[config.mk]
export PLATFORM = sky130hd
export DESIGN_NAME = dlx_pipeline
export DESIGN_NICKNAME = d
export VERILOG_FILES = /design/src/logic/dlx_pkg.sv /design/src/logic/decode_stage.sv /design/src/logic/dlx_pipeline.sv /design/src/logic/execute_stage.sv /design/src/logic/fetch_stage.sv /design/src/logic/hazard_control.sv /design/src/logic/memory_writeback.sv /design/src/logic/register_file.sv
export SDC_FILE = /design/constraint.sdc
export NUM_CORES = 2
export LEC_CHECK = 0
export ABC_AREA = 0
export BUFFER_PORTS_ARGS = -buffer_cell sky130_fd_sc_hd__buf_2
export CORE_UTILIZATION = 68
export DETAILED_ROUTE_END_ITERATION = 12
export PLACE_DENSITY = 0.87
export SYNTH_ARGS = -nofsm -noshare
export SYNTH_HDL_FRONTEND = slang
export SYNTH_SLANG_ARGS = --single-unit
[constraint.sdc]
create_clock -name clk -period 10.3 [get_ports clk]
set_input_delay 0.515 -clock clk [delete_from_list [all_inputs] [get_ports clk]]
set_output_delay 0.515 -clock clk [all_outputs]
set_load 0.02 [all_outputs]
[src/logic/dlx_pkg.sv]
`default_nettype none

package dlx_pkg;

    // data and address words share one width
    typedef logic [31:0] word_t;
    typedef logic [4:0]  reg_idx_t;

    ////////////////////////////////////////////////////////////////////////////
    // instruction encodings
    ////////////////////////////////////////////////////////////////////////////

    typedef enum logic [5:0] {
        op_rtype = 6'h00,
        op_addi  = 6'h08,
        op_lw    = 6'h23,
        op_sw    = 6'h2b
    } opcode_t;

    // funct field, R-type only
    typedef enum logic [5:0] {
        fn_add = 6'h20,
        fn_sub = 6'h22,
        fn_and = 6'h24,
        fn_or  = 6'h25,
        fn_slt = 6'h2a
    } funct_t;

    typedef enum logic [2:0] {
        alu_add,
        alu_sub,
        alu_and,
        alu_or,
        alu_slt
    } alu_op_t;

    // where an EX operand comes from
    typedef enum logic [1:0] {
        fwd_reg,
        fwd_mem,
        fwd_wb
    } fwd_sel_t;

    // all zero: R-type with a funct nobody decodes, so nothing is written
    localparam word_t nop_instr = 32'h0000_0000;

    ////////////////////////////////////////////////////////////////////////////
    // stage registers and external buses
    ////////////////////////////////////////////////////////////////////////////

    typedef struct packed {
        logic  valid;
        word_t instr;
    } if_id_t;

    typedef struct packed {
        logic     valid;
        word_t    op_a;
        word_t    op_b;
        word_t    imm;
        reg_idx_t rs1;
        reg_idx_t rs2;
        reg_idx_t rd;
        alu_op_t  alu_op;
        logic     use_imm;
        logic     reg_write;
        logic     mem_read;
        logic     mem_write;
    } id_ex_t;

    typedef struct packed {
        logic     valid;
        word_t    alu_result;
        word_t    store_data;
        reg_idx_t rd;
        logic     reg_write;
        logic     mem_read;
        logic     mem_write;
    } ex_mem_t;

    typedef struct packed {
        logic     valid;
        word_t    alu_result;
        word_t    load_data;
        reg_idx_t rd;
        logic     reg_write;
        logic     mem_read;
    } mem_wb_t;

    // data port, byte address with the two low bits ignored by the memory
    typedef struct packed {
        word_t addr;
        word_t wdata;
        logic  we;
        logic  re;
    } dmem_req_t;

    typedef struct packed {
        logic     valid;
        reg_idx_t rd;
        word_t    value;
    } wb_trace_t;

endpackage

`default_nettype wire

[src/logic/decode_stage.sv]
`timescale 1ns/1ps
`default_nettype none

module decode_stage
    import dlx_pkg::*;
(
    input  wire logic   clk,
    input  wire logic   reset,
    input  wire logic   stall,
    input  wire if_id_t if_id,
    input  wire word_t  rd_a,
    input  wire word_t  rd_b,
    output reg_idx_t    rs_a,
    output reg_idx_t    rs_b,
    output id_ex_t      id_ex
);

    word_t   instr;
    opcode_t opcode;
    funct_t  funct;
    id_ex_t  id_next;

    assign instr  = if_id.instr;
    assign opcode = opcode_t'(instr[31:26]);
    assign funct  = funct_t'(instr[5:0]);

    // source fields sit in the same place for both formats
    assign rs_a = instr[25:21];
    assign rs_b = instr[20:16];

    ////////////////////////////////////////////////////////////////////////////
    // field split and control
    ////////////////////////////////////////////////////////////////////////////

    always_comb begin
        id_next        = '0;
        id_next.op_a   = rd_a;
        id_next.op_b   = rd_b;
        // imm16 sign extended
        id_next.imm    = {{16{instr[15]}}, instr[15:0]};
        id_next.rs1    = instr[25:21];
        id_next.rs2    = instr[20:16];
        // I-type target, R-type overrides below
        id_next.rd     = instr[20:16];
        id_next.alu_op = alu_add;
        case (opcode)
            op_rtype: begin
                id_next.rd        = instr[15:11];
                id_next.reg_write = 1'b1;
                case (funct)
                    fn_add:  id_next.alu_op = alu_add;
                    fn_sub:  id_next.alu_op = alu_sub;
                    fn_and:  id_next.alu_op = alu_and;
                    fn_or:   id_next.alu_op = alu_or;
                    fn_slt:  id_next.alu_op = alu_slt;
                    // unknown funct, no-op
                    default: id_next.reg_write = 1'b0;
                endcase
            end
            op_addi: begin
                id_next.use_imm   = 1'b1;
                id_next.reg_write = 1'b1;
            end
            // address is base plus offset in the ALU
            op_lw: begin
                id_next.use_imm   = 1'b1;
                id_next.reg_write = 1'b1;
                id_next.mem_read  = 1'b1;
            end
            // rs2 carries the store data
            op_sw: begin
                id_next.use_imm   = 1'b1;
                id_next.mem_write = 1'b1;
            end
            // unknown opcode runs as a no-op
            default: id_next.reg_write = 1'b0;
        endcase
        id_next.valid = if_id.valid;
        if (!if_id.valid) begin
            id_next.reg_write = 1'b0;
            id_next.mem_read  = 1'b0;
            id_next.mem_write = 1'b0;
        end
    end

    // ID/EX register
    // a stall turns this slot into a bubble
    always_ff @(posedge clk) begin
        id_ex <= id_next;
        if (reset || stall) begin
            id_ex.valid     <= 1'b0;
            id_ex.reg_write <= 1'b0;
            id_ex.mem_read  <= 1'b0;
            id_ex.mem_write <= 1'b0;
        end
    end

endmodule

`default_nettype wire

[src/logic/dlx_pipeline.sv]
`timescale 1ns/1ps
`default_nettype none

module dlx_pipeline
    import dlx_pkg::*;
#(
    parameter word_t reset_pc = '0
) (
    input  wire logic  clk,
    input  wire logic  reset,
    output word_t      imem_addr,
    input  wire word_t imem_data,
    output dmem_req_t  dmem_req,
    input  wire word_t dmem_rdata,
    output wb_trace_t  wb_trace
);

    ////////////////////////////////////////////////////////////////////////////
    // stage to stage
    ////////////////////////////////////////////////////////////////////////////

    if_id_t   if_id;
    id_ex_t   id_ex;
    ex_mem_t  ex_mem;
    mem_wb_t  mem_wb;
    // hazard unit outputs
    fwd_sel_t fwd_a;
    fwd_sel_t fwd_b;
    logic     stall;
    // register file ports
    reg_idx_t rs_a;
    reg_idx_t rs_b;
    word_t    rd_a;
    word_t    rd_b;
    word_t    wb_value;

    fetch_stage #(.reset_pc(reset_pc)) u_fetch (
        .clk(clk), .reset(reset), .stall(stall),
        .imem_addr(imem_addr), .imem_data(imem_data), .if_id(if_id)
    );

    decode_stage u_decode (
        .clk(clk), .reset(reset), .stall(stall), .if_id(if_id),
        .rd_a(rd_a), .rd_b(rd_b), .rs_a(rs_a), .rs_b(rs_b), .id_ex(id_ex)
    );

    // written from wb, read from decode
    register_file u_regs (
        .clk(clk), .reset(reset), .rs_a(rs_a), .rs_b(rs_b),
        .rd_a(rd_a), .rd_b(rd_b), .wr(mem_wb), .wr_value(wb_value)
    );

    hazard_control u_hazard (
        .clk(clk), .reset(reset), .if_id(if_id), .id_ex(id_ex),
        .ex_mem(ex_mem), .mem_wb(mem_wb), .fwd_a(fwd_a), .fwd_b(fwd_b), .stall(stall)
    );

    // mem stage forwards its ALU result, wb stage its final value
    execute_stage u_execute (
        .clk(clk), .reset(reset), .id_ex(id_ex), .fwd_a(fwd_a), .fwd_b(fwd_b),
        .mem_fwd(ex_mem.alu_result), .wb_fwd(wb_value), .ex_mem(ex_mem)
    );

    memory_writeback u_mem_wb (
        .clk(clk), .reset(reset), .ex_mem(ex_mem), .dmem_req(dmem_req),
        .dmem_rdata(dmem_rdata), .mem_wb(mem_wb), .wb_value(wb_value), .wb_trace(wb_trace)
    );

endmodule

`default_nettype wire

[src/logic/execute_stage.sv]
`timescale 1ns/1ps
`default_nettype none

module execute_stage
    import dlx_pkg::*;
(
    input  wire logic     clk,
    input  wire logic     reset,
    input  wire id_ex_t   id_ex,
    input  wire fwd_sel_t fwd_a,
    input  wire fwd_sel_t fwd_b,
    input  wire word_t    mem_fwd,
    input  wire word_t    wb_fwd,
    output ex_mem_t       ex_mem
);

    word_t src_a;
    word_t src_b;
    word_t alu_b;
    word_t result;

    ////////////////////////////////////////////////////////////////////////////
    // operand select
    ////////////////////////////////////////////////////////////////////////////

    function automatic word_t forward(input fwd_sel_t sel, input word_t reg_val);
        case (sel)
            fwd_mem: return mem_fwd;
            fwd_wb:  return wb_fwd;
            default: return reg_val;
        endcase
    endfunction

    always_comb src_a = forward(fwd_a, id_ex.op_a);
    always_comb src_b = forward(fwd_b, id_ex.op_b);

    // immediate for addi, lw and sw
    // src_b still goes on as store data
    assign alu_b = id_ex.use_imm ? id_ex.imm : src_b;

    // ALU
    always_comb begin
        case (id_ex.alu_op)
            alu_add: result = src_a + alu_b;
            alu_sub: result = src_a - alu_b;
            alu_and: result = src_a & alu_b;
            alu_or:  result = src_a | alu_b;
            // signed compare
            alu_slt: result = {31'd0, $signed(src_a) < $signed(alu_b)};
            default: result = src_a + alu_b;
        endcase
    end

    // EX/MEM register
    always_ff @(posedge clk) begin
        ex_mem.valid      <= id_ex.valid;
        ex_mem.alu_result <= result;
        ex_mem.store_data <= src_b;
        ex_mem.rd         <= id_ex.rd;
        ex_mem.reg_write  <= id_ex.reg_write;
        ex_mem.mem_read   <= id_ex.mem_read;
        ex_mem.mem_write  <= id_ex.mem_write;
        if (reset) begin
            ex_mem.valid     <= 1'b0;
            ex_mem.reg_write <= 1'b0;
            ex_mem.mem_read  <= 1'b0;
            ex_mem.mem_write <= 1'b0;
        end
    end

endmodule

`default_nettype wire

[src/logic/fetch_stage.sv]
`timescale 1ns/1ps
`default_nettype none

module fetch_stage
    import dlx_pkg::*;
#(
    parameter word_t reset_pc = '0
) (
    input  wire logic  clk,
    input  wire logic  reset,
    input  wire logic  stall,
    output word_t      imem_addr,
    input  wire word_t imem_data,
    output if_id_t     if_id
);

    word_t pc;

    // imem answers within the cycle, so pc goes straight out
    assign imem_addr = pc;

    // pc freezes while decode waits on a load
    always_ff @(posedge clk) begin
        if (reset) begin
            pc <= reset_pc;
        end else if (!stall) begin
            pc <= pc + 32'd4;
        end
    end

    // IF/ID register
    // held as is under stall so the waiting instruction decodes again
    always_ff @(posedge clk) begin
        if (!stall) begin
            if_id.valid <= 1'b1;
            if_id.instr <= imem_data;
        end
        if (reset) begin
            if_id.valid <= 1'b0;
        end
    end

endmodule

`default_nettype wire

[src/logic/hazard_control.sv]
`timescale 1ns/1ps
`default_nettype none

module hazard_control
    import dlx_pkg::*;
(
    input  wire logic    clk,
    input  wire logic    reset,
    input  wire if_id_t  if_id,
    input  wire id_ex_t  id_ex,
    input  wire ex_mem_t ex_mem,
    input  wire mem_wb_t mem_wb,
    output fwd_sel_t     fwd_a,
    output fwd_sel_t     fwd_b,
    output logic         stall
);

    opcode_t  id_opcode;
    reg_idx_t id_rs1;
    reg_idx_t id_rs2;
    logic     uses_rs1;
    logic     uses_rs2;

    ////////////////////////////////////////////////////////////////////////////
    // forwarding into EX
    ////////////////////////////////////////////////////////////////////////////

    // mem stage wins over wb, a load in mem has no data yet
    function automatic fwd_sel_t pick_source(input reg_idx_t src);
        fwd_sel_t sel;
        sel = fwd_reg;
        if (src != 5'd0) begin
            if (ex_mem.valid && ex_mem.reg_write && !ex_mem.mem_read && (ex_mem.rd == src)) begin
                sel = fwd_mem;
            end else if (mem_wb.valid && mem_wb.reg_write && (mem_wb.rd == src)) begin
                sel = fwd_wb;
            end
        end
        return sel;
    endfunction

    always_comb fwd_a = pick_source(id_ex.rs1);
    always_comb fwd_b = pick_source(id_ex.rs2);

    // load-use check against the instruction in ID
    assign id_opcode = opcode_t'(if_id.instr[31:26]);
    assign id_rs1    = if_id.instr[25:21];
    assign id_rs2    = if_id.instr[20:16];

    // addi and lw carry rd where rs2 would be
    assign uses_rs1 = id_opcode inside {op_rtype, op_addi, op_lw, op_sw};
    assign uses_rs2 = id_opcode inside {op_rtype, op_sw};

    assign stall = if_id.valid && id_ex.valid && id_ex.mem_read && (id_ex.rd != 5'd0)
                   && ((uses_rs1 && (id_ex.rd == id_rs1)) || (uses_rs2 && (id_ex.rd == id_rs2)));

    // the bubble behind a stall never re-triggers one
    a_single_bubble: assert property (
        @(posedge clk) disable iff (reset)
        stall |=> !stall
    ) else $error("load-use stall held for two cycles");

endmodule

`default_nettype wire

[src/logic/memory_writeback.sv]
`timescale 1ns/1ps
`default_nettype none

module memory_writeback
    import dlx_pkg::*;
(
    input  wire logic    clk,
    input  wire logic    reset,
    input  wire ex_mem_t ex_mem,
    output dmem_req_t    dmem_req,
    input  wire word_t   dmem_rdata,
    output mem_wb_t      mem_wb,
    output word_t        wb_value,
    output wb_trace_t    wb_trace
);

    // data port, read comes back in the same cycle
    always_comb begin
        dmem_req.addr  = ex_mem.alu_result;
        dmem_req.wdata = ex_mem.store_data;
        dmem_req.we    = ex_mem.valid && ex_mem.mem_write;
        dmem_req.re    = ex_mem.valid && ex_mem.mem_read;
    end

    // MEM/WB register
    always_ff @(posedge clk) begin
        mem_wb.valid      <= ex_mem.valid;
        mem_wb.alu_result <= ex_mem.alu_result;
        mem_wb.load_data  <= dmem_rdata;
        mem_wb.rd         <= ex_mem.rd;
        mem_wb.reg_write  <= ex_mem.reg_write;
        mem_wb.mem_read   <= ex_mem.mem_read;
        if (reset) begin
            mem_wb.valid     <= 1'b0;
            mem_wb.reg_write <= 1'b0;
            mem_wb.mem_read  <= 1'b0;
        end
    end

    // loads retire memory data, all else the ALU result
    assign wb_value = mem_wb.mem_read ? mem_wb.load_data : mem_wb.alu_result;

    // retire trace, r0 targets stay silent
    always_comb begin
        wb_trace.valid = mem_wb.valid && mem_wb.reg_write && (mem_wb.rd != 5'd0);
        wb_trace.rd    = mem_wb.rd;
        wb_trace.value = wb_value;
    end

    a_one_access: assert property (
        @(posedge clk) disable iff (reset)
        !(dmem_req.we && dmem_req.re)
    ) else $error("data port read and write in the same cycle");

endmodule

`default_nettype wire

[src/logic/register_file.sv]
`timescale 1ns/1ps
`default_nettype none

module register_file
    import dlx_pkg::*;
(
    input  wire logic     clk,
    input  wire logic     reset,
    input  wire reg_idx_t rs_a,
    input  wire reg_idx_t rs_b,
    output word_t         rd_a,
    output word_t         rd_b,
    input  wire mem_wb_t  wr,
    input  wire word_t    wr_value
);

    // r1..r31, r0 has no storage
    word_t [31:1] regs;
    logic         wr_en;

    assign wr_en = wr.valid && wr.reg_write && (wr.rd != 5'd0);

    always_ff @(posedge clk) begin
        if (reset) begin
            regs <= '0;
        end else if (wr_en) begin
            regs[wr.rd] <= wr_value;
        end
    end

    // write-through so decode sees the value retiring this cycle
    function automatic word_t read_port(input reg_idx_t idx);
        if (idx == 5'd0) begin
            return '0;
        end else if (wr_en && (wr.rd == idx)) begin
            return wr_value;
        end
        return regs[idx];
    endfunction

    always_comb rd_a = read_port(rs_a);
    always_comb rd_b = read_port(rs_b);

    // r0 writes must be dropped
    a_r0_write_dropped: assert property (
        @(posedge clk) disable iff (reset)
        (wr.valid && wr.reg_write && (wr.rd == 5'd0)) |=> $stable(regs)
    ) else $error("register file changed on a write to r0");

endmodule

`default_nettype wire

# Yosys cells after proc, flatten, opt, wreduce, memory -nomap -nowiden
# Cells that the tools add are included.
[totals] ff_bits=1305 input_bits=66 out_inout_bits=136 wordCells=164
[op_classes] addsub=3 order_cmp=5 eq_ne=24 n_mux=35 bitwise_logic=3 n_reduce_logical=35
[op_table] operator="bitwise mux 992 bit" count=1
[op_table] operator="2-to-1 mux 32 bit" count=11
[op_table] operator="binary-select mux 32 bit (select 5 bit)" count=2
[op_table] operator="demux 32 bit (select 5 bit)" count=1
[op_table] operator="one-hot mux 32 bit (2 select lines)" count=2
[op_table] operator="one-hot mux 32 bit (4 select lines)" count=1
[op_table] operator="== test 6 bit (second input constant)" count=7
[op_table] operator="== test 5 bit" count=8
[op_table] operator="adder 32 x 3 -> 32 bit (second input constant)" count=1
[op_table] operator="adder 32 bit" count=1
[op_table] operator="bitwise AND 32 bit" count=1
[op_table] operator="< comparator 32 bit" count=1
[op_table] operator="OR 32 bit" count=1
[op_table] operator="subtractor 32 bit" count=1
[op_table] operator="nonzero test 5 bit" count=4
[op_table] operator="logical AND 1 bit" count=19
[op_table] operator="< comparator 5 x 6 -> 1 bit (second input constant)" count=3
[op_table] operator="2-to-1 mux 2 bit" count=6
[op_table] operator="one-hot mux 3 bit (4 select lines)" count=1
[op_table] operator="logical NOT 5 bit" count=2
[op_table] operator="2-to-1 mux 1 bit" count=8
[op_table] operator="2-to-1 mux 8 bit" count=1
[op_table] operator="== test 3 x 2 -> 1 bit (second input constant)" count=2
[op_table] operator="== test 6 x 4 -> 1 bit (second input constant)" count=1
[op_table] operator="other kinds (15)" count=19

# Depth between registers and ports, before layout
[logic_depth] word_depth=10 mapped_depth=24 mapped_depth_nobuf=23

# Modules after synthesis
# From an unflattened synthesis, not the netlist that was laid out.
[hier_totals] cells_unflattened=7825 hier_area_um2=67871.3
[modules_own_cells] mod="register_file" instances=1 cells_per_inst=5989 area_each_um2=51423.1 seq_area_each_um2=19859.0
[modules_own_cells] mod="execute_stage" instances=1 cells_per_inst=1193 area_each_um2=8378.0 seq_area_each_um2=1461.4
[modules_own_cells] mod="memory_writeback" instances=1 cells_per_inst=216 area_each_um2=2648.8 seq_area_each_um2=1441.4
[modules_own_cells] mod="decode_stage" instances=1 cells_per_inst=162 area_each_um2=2501.1 seq_area_each_um2=2062.0
[modules_own_cells] mod="fetch_stage" instances=1 cells_per_inst=201 area_each_um2=2442.3 seq_area_each_um2=1581.5
[modules_own_cells] mod="hazard_control" instances=1 cells_per_inst=64 area_each_um2=478.0 seq_area_each_um2=0.0

# Worst setup path before layout
# No wires, ideal clock.
[synth_timing] kind="reg2reg" start="register u_decode.id_ex[13] (netlist name)" end="register u_execute.ex_mem[68] (netlist name)" setup_time_ns=0.138 arrival_time_ns=4.560 required_ns=10.162 slack_ns=5.602 stages_incl_launch_ff=23 n_path_buf=2 period_less_slack_ns=4.698 path_cell_list="dfxtp_1 or4_1 nor2_1 nor3_1 and3_1 ha_1 clkbuf_1 clkbuf_1 a21oi_1 o21a_1 inv_1 ha_1 inv_1 fa_1 o21bai_1 a22o_1 o22ai_2 o211ai_4 a21boi_0 nor4b_1 nor3_1 xnor2_1 o221ai_1"
[synth_between] elab_chain_len=10 elab_cells_between_ends=17 classes_between="add/sub (2); eq/ne (4); mux (6); bitwise (2); reduce/logical (3)"
[synth_rtl] element="== test 5 bit" line_no="hazard_control.sv:35" text="end else if (mem_wb.valid && mem_wb.reg_write && (mem_wb.rd == src)) begin"
[synth_rtl] element="logical AND 1 bit" line_no="hazard_control.sv:35"
[synth_rtl] element="2-to-1 mux 2 bit" line_no="hazard_control.sv:35"
[synth_rtl] element="2-to-1 mux 2 bit" line_no="hazard_control.sv:33" text="if (ex_mem.valid && ex_mem.reg_write && !ex_mem.mem_read && (ex_mem.rd == src)) begin"
[synth_rtl] element="2-to-1 mux 2 bit (*)" line_no="hazard_control.sv:32" text="if (src != 5'd0) begin"
[synth_rtl] element="== test 2 bit / == test 2 x 1 -> 1 bit (equally long branches)" line_no="execute_stage.sv:27" text="case (sel)"
[synth_rtl] element="one-hot mux 32 bit (2 select lines) (*)" line_no="execute_stage.sv:27"
[synth_rtl] element="2-to-1 mux 32 bit (*)" line_no="execute_stage.sv:39" text="assign alu_b = id_ex.use_imm ? id_ex.imm : src_b;"
[synth_rtl] element="adder 32 bit (tied with other cells)" line_no="execute_stage.sv:44, execute_stage.sv:50"
[synth_rtl] element="one-hot mux 32 bit (4 select lines) (*)" line_no="execute_stage.sv:43" text="case (id_ex.alu_op)"
[synth_rtl] element="via u_execute.result[28]" line_no="execute_stage.sv:20" text="word_t result;"
# The timed path passes the listed nets; every way through them passes the cells marked *.
# A chain may end at the register's enable or synchronous reset.

# Worst setup path in the final report
[layout_timing] start="register u_mem_wb.mem_wb[0] (netlist name)" end="register u_execute.ex_mem[68] (netlist name)"
[layout_between] elab_chain_len=5 elab_cells_between_ends=9 classes_between="add/sub (2); mux (5); bitwise (2)"
[layout_rtl] element="2-to-1 mux 32 bit (*)" line_no="memory_writeback.sv:41" text="assign wb_value = mem_wb.mem_read ? mem_wb.load_data : mem_wb.alu_result;"
[layout_rtl] element="one-hot mux 32 bit (2 select lines)" line_no="execute_stage.sv:27"
[layout_rtl] element="2-to-1 mux 32 bit" line_no="execute_stage.sv:39"
[layout_rtl] element="adder 32 bit (tied with other cells)" line_no="execute_stage.sv:44, execute_stage.sv:50"
[layout_rtl] element="one-hot mux 32 bit (4 select lines) (*)" line_no="execute_stage.sv:43"
[layout_rtl] element="via u_execute.result[28]" line_no="execute_stage.sv:20"
# Marked as above.

==> summary.txt <==
Clocking
  – Post-CTS Resized: 0
  – Htree depth: 4
  – Sink Count: 1303
  – CTS tree: built
  – Clock buffer depth: 3
  – Clk root buf: clkbuf_16
  – Total CTS buffers: 133
  – Clk pin slew, worst setup/hold paths: 60 ps
  – Worst skew pair latency: 780 ps

Power and ir drop
  – Lkg Pwr: 0.0239 µW
  – Pwr/cell area: 156 mW/mm²
  – Peak supply drop: 0.136 mV

Run
  – Max-cap violations: 0

Timing
  – RSZ-0062 raised after global routing: no
  – Period minus WS final: 6290 ps
  – Slew HR: 9.70%
  – Worst slew pin tran: 1330 ps
  – Clock skew: 40.0 ps
  – Final setup viols: 0
  – Final Hold Viols: 0
  – Setup TNS: 0 ps
  – Fin crit share: 61.1%
  – Pins over their slew limit: 0
  – Fmax: 0.159 GHz

Synthesis
  – Post-synth EDFFs: 32
  – Synth Area in Compound Gates: 18.6%
  – XOR/XNOR share of the synthesized area: 0.895%
  – Most used DFF post-synth: dfxtp_1
  – Cell variety after synth: 90
  – Avg Inst Size Synth: 10.2 µm²
  – Post-synth ARST share: 0%
  – Synth Register Bits: 1303
  – Largest family of logic cells by synthesized area: multiplexers
  – Mapped Area: 0.0646 mm²
  – Post-synthesis mux area share: 21.7%
  – Sequential share of the synthesized area: 40.9%
  – Post-Synth Adder-Cell Area: 2.02%
  – Cells after synthesis: 6327
  – Yosys warns: 0
  – Post-Synth Simple-Gate Area: 10.0%

Worst setup path
  – Critical Path Fanout Max: 34
  – Critical Path RT: 10920 ps
  – Nature of the critical path endpoint: flip-flop
  – Worst path arrival time: 6910 ps
  – Startpoint Class: flip-flop
  – RR Endpoint: u_execute.ex_mem[68]
  – Worst reg2reg setup slack: 4010 ps
  – WS Path Type: flip-flop to flip-flop
  – CP Launch Point: u_mem_wb.mem_wb[0]
  – Reg2Reg Depth: 16
  – Worst reg2reg path startpoint: u_mem_wb.mem_wb[0]
  – Worst setup path end: u_execute.ex_mem[68]

Drt
  – TritonRoute pass-1 iters: 7
  – Routed Antenna Nets: 0
  – Routed vias: 55721
  – Via/cell ratio: 7.49
  – DR iter-0 viols: 9550
  – Drt drc: 0
  – Routed len/inst: 29.3 µm
  – Final WL: 218000 µm

Global route
  – Total track usage: 44.5%
  – Antenna violations before repair: 15
  – Largest net degree at the start of global routing: 241
  – Number of global-route vias before repair: 54112
  – Global-route wire length before repair: 324000 µm
  – Global route overflow: 0

Placement
  – GPL Wtd Cong: 1.01
  – PortBufs: 199
  – HPWL after DPL: 121000 µm

Finish
  – Fraction of layout cells with a size suffix above 1: 19.8%
  – Area Growth Syn to Fin: 9.26%
  – Core Util, Final: 75.3%
  – Post-layout net count: 6250

Die
  – Die ar.: 0.0963 mm²
  – IO Pins: 202
  – Rows: 112
  – Chip Height: 310 µm
  – Die Wd: 310 µm
  – Core area: 0.0937 mm²
  – Initial Utilization: 68.9%

Hold path
  – Hold Path Class: input port to flip-flop
  – Hold_sp: reset

Outcome
  – Outcome: complete, no violations
-- cell usage in the layout, fill, tap and decap left out, types with 18 or more instances in the layout --
cell           instances
mux2i_1               46
ha_1                  99
dfxtp_1             1269
mux2i_4               31
nor3_1                23
mux4_2               552
nor2b_1               23
clkbuf_16            135
o211ai_1              32
o21ai_0              132
a22oi_1               67
o31ai_1               22
a22o_1                42
clkinv_2              18
a21oi_1              143
a211oi_1             998
a221oi_1              34
nand3_1               21
buf_2                198
mux2_2                69
nor2_1              1167
clkbuf_8              29
nor2_4                32
o21bai_1              18
xnor2_1               22
dlygate4sd3_1         64
xor2_1                42
nand2b_1              40
o21a_1                26
clkbuf_1              27
edfxtp_1              32
buf_4                 82
nand2_1              166
inv_1                174
o22ai_1               53
-- Yosys cell counts, drive strengths merged, types with 78 or more instances --
library cell  number  area, µm²
nand2            166        623
a21oi            143        716
a211oi           998       7490
nor2            1199       4500
ha               101       1260
dfxtp           1271      25400
clkbuf           562       2110
buf              175       1020
mux2i             78        781
o21ai            134        674
mux4             552      12400
inv              174        653
-- kinds of logic after synthesis --
| family | count (synthesis) |
|---|---|
| other | 1 |
| AOI/OAI and AO/OA | 1666 |
| DFF | 1303 |
| muxes | 699 |
| xor gates and xnor gates | 66 |
| adders and majority gates | 103 |
| buffers and inverters | 911 |
| and+or+nand+nor | 1578 |
-- final cells by class --
| class | instances | area, µm² |
|---|---|---|
| Antenna cell | 7 | 17.5 |
| Clock buffer | 191 | 3880 |
| Clock inverter | 43 | 477 |
| Fill cell | 5575 | 23200 |
| Inverter | 174 | 653 |
| Multi-Input combinational cell | 4114 | 35100 |
| Sequential cell | 1303 | 26400 |
| Tap cell | 1254 | 1570 |
| Timing Repair Buffer | 355 | 2460 |
-- flip-flops by register name (all words and copies together), names as in the netlist --
register	count
u_decode.id_ex	103
u_fetch.if_id	33
u_execute.ex_mem	73
u_mem_wb.mem_wb	72
u_fetch.imem_addr	30
u_regs.regs	992
-- repair_timing --
action | in CTS | in global routing
buffers inserted | 0 | 0
hold buffers | 64 | 0
endpoints found under the hold margin | 64 | 0
-- how the worst min path moves through the flow --
stage                                  endpoint  slack [ps]  cells after the start
after floorplan              u_decode.id_ex[28]         320                      0
after global placement       u_decode.id_ex[29]         330                      0
after detailed placement     u_decode.id_ex[31]         330                      0
after CTS                     u_fetch.if_id[32]         250                      2
after global routing      u_fetch.imem_addr[20]         300                      2
final                     u_fetch.imem_addr[22]         210                      2
-- worst max-delay path: stages, from the launching register on --
cell	delay [ps]
dfxtp_4	760
buf_4	660
mux2i_4	1120
inv_1	220
a22oi_1	210
nor2_1	60
a21oi_1	210
o21a_1	190
ha_1	350
or4b_1	590
or2_4	260
o211ai_4	260
a21boi_0	330
nor4b_1	450
nor3_1	110
xnor2_1	140
o221ai_1	140
-- metal layers --
layer	routed length, µm	track usage (%)	vias to the layer above	share of wire [%]
met3	33000	15.8	1310	15
li1	-	-	23019	-
met2	94900	66.4	4805	44
met5	137	0.253	-	0.063
met1	73800	54.6	26571	34
met4	15900	28.9	16	7.3
-- power breakdown --
group,total [µW],switching [µW],internal (µW)
Combinational,943,670,274
Sequential,5200,73.9,5120
Clock,4870,2130,2740
Total,11000,2870,8140
-- stage by stage --
stage / worst slack (ps) / cell area [µm²] / total power, µW / hold slack, ps / std cells
after detailed placement: 4300 / 65600 / 6170 / 329 / 7136
final: 4010 / 70600 / 11000 / 210 / 7441
after global routing: 3730 / 70600 / 11200 / 297 / 7436
after floorplan: 5600 / 64600 / 5890 / 323 / 6328
after CTS: 4220 / 70600 / 10900 / 247 / 7434
after global placement: 4460 / 65600 / 6160 / 331 / 7136
Power figures use the tool's default switching activity.
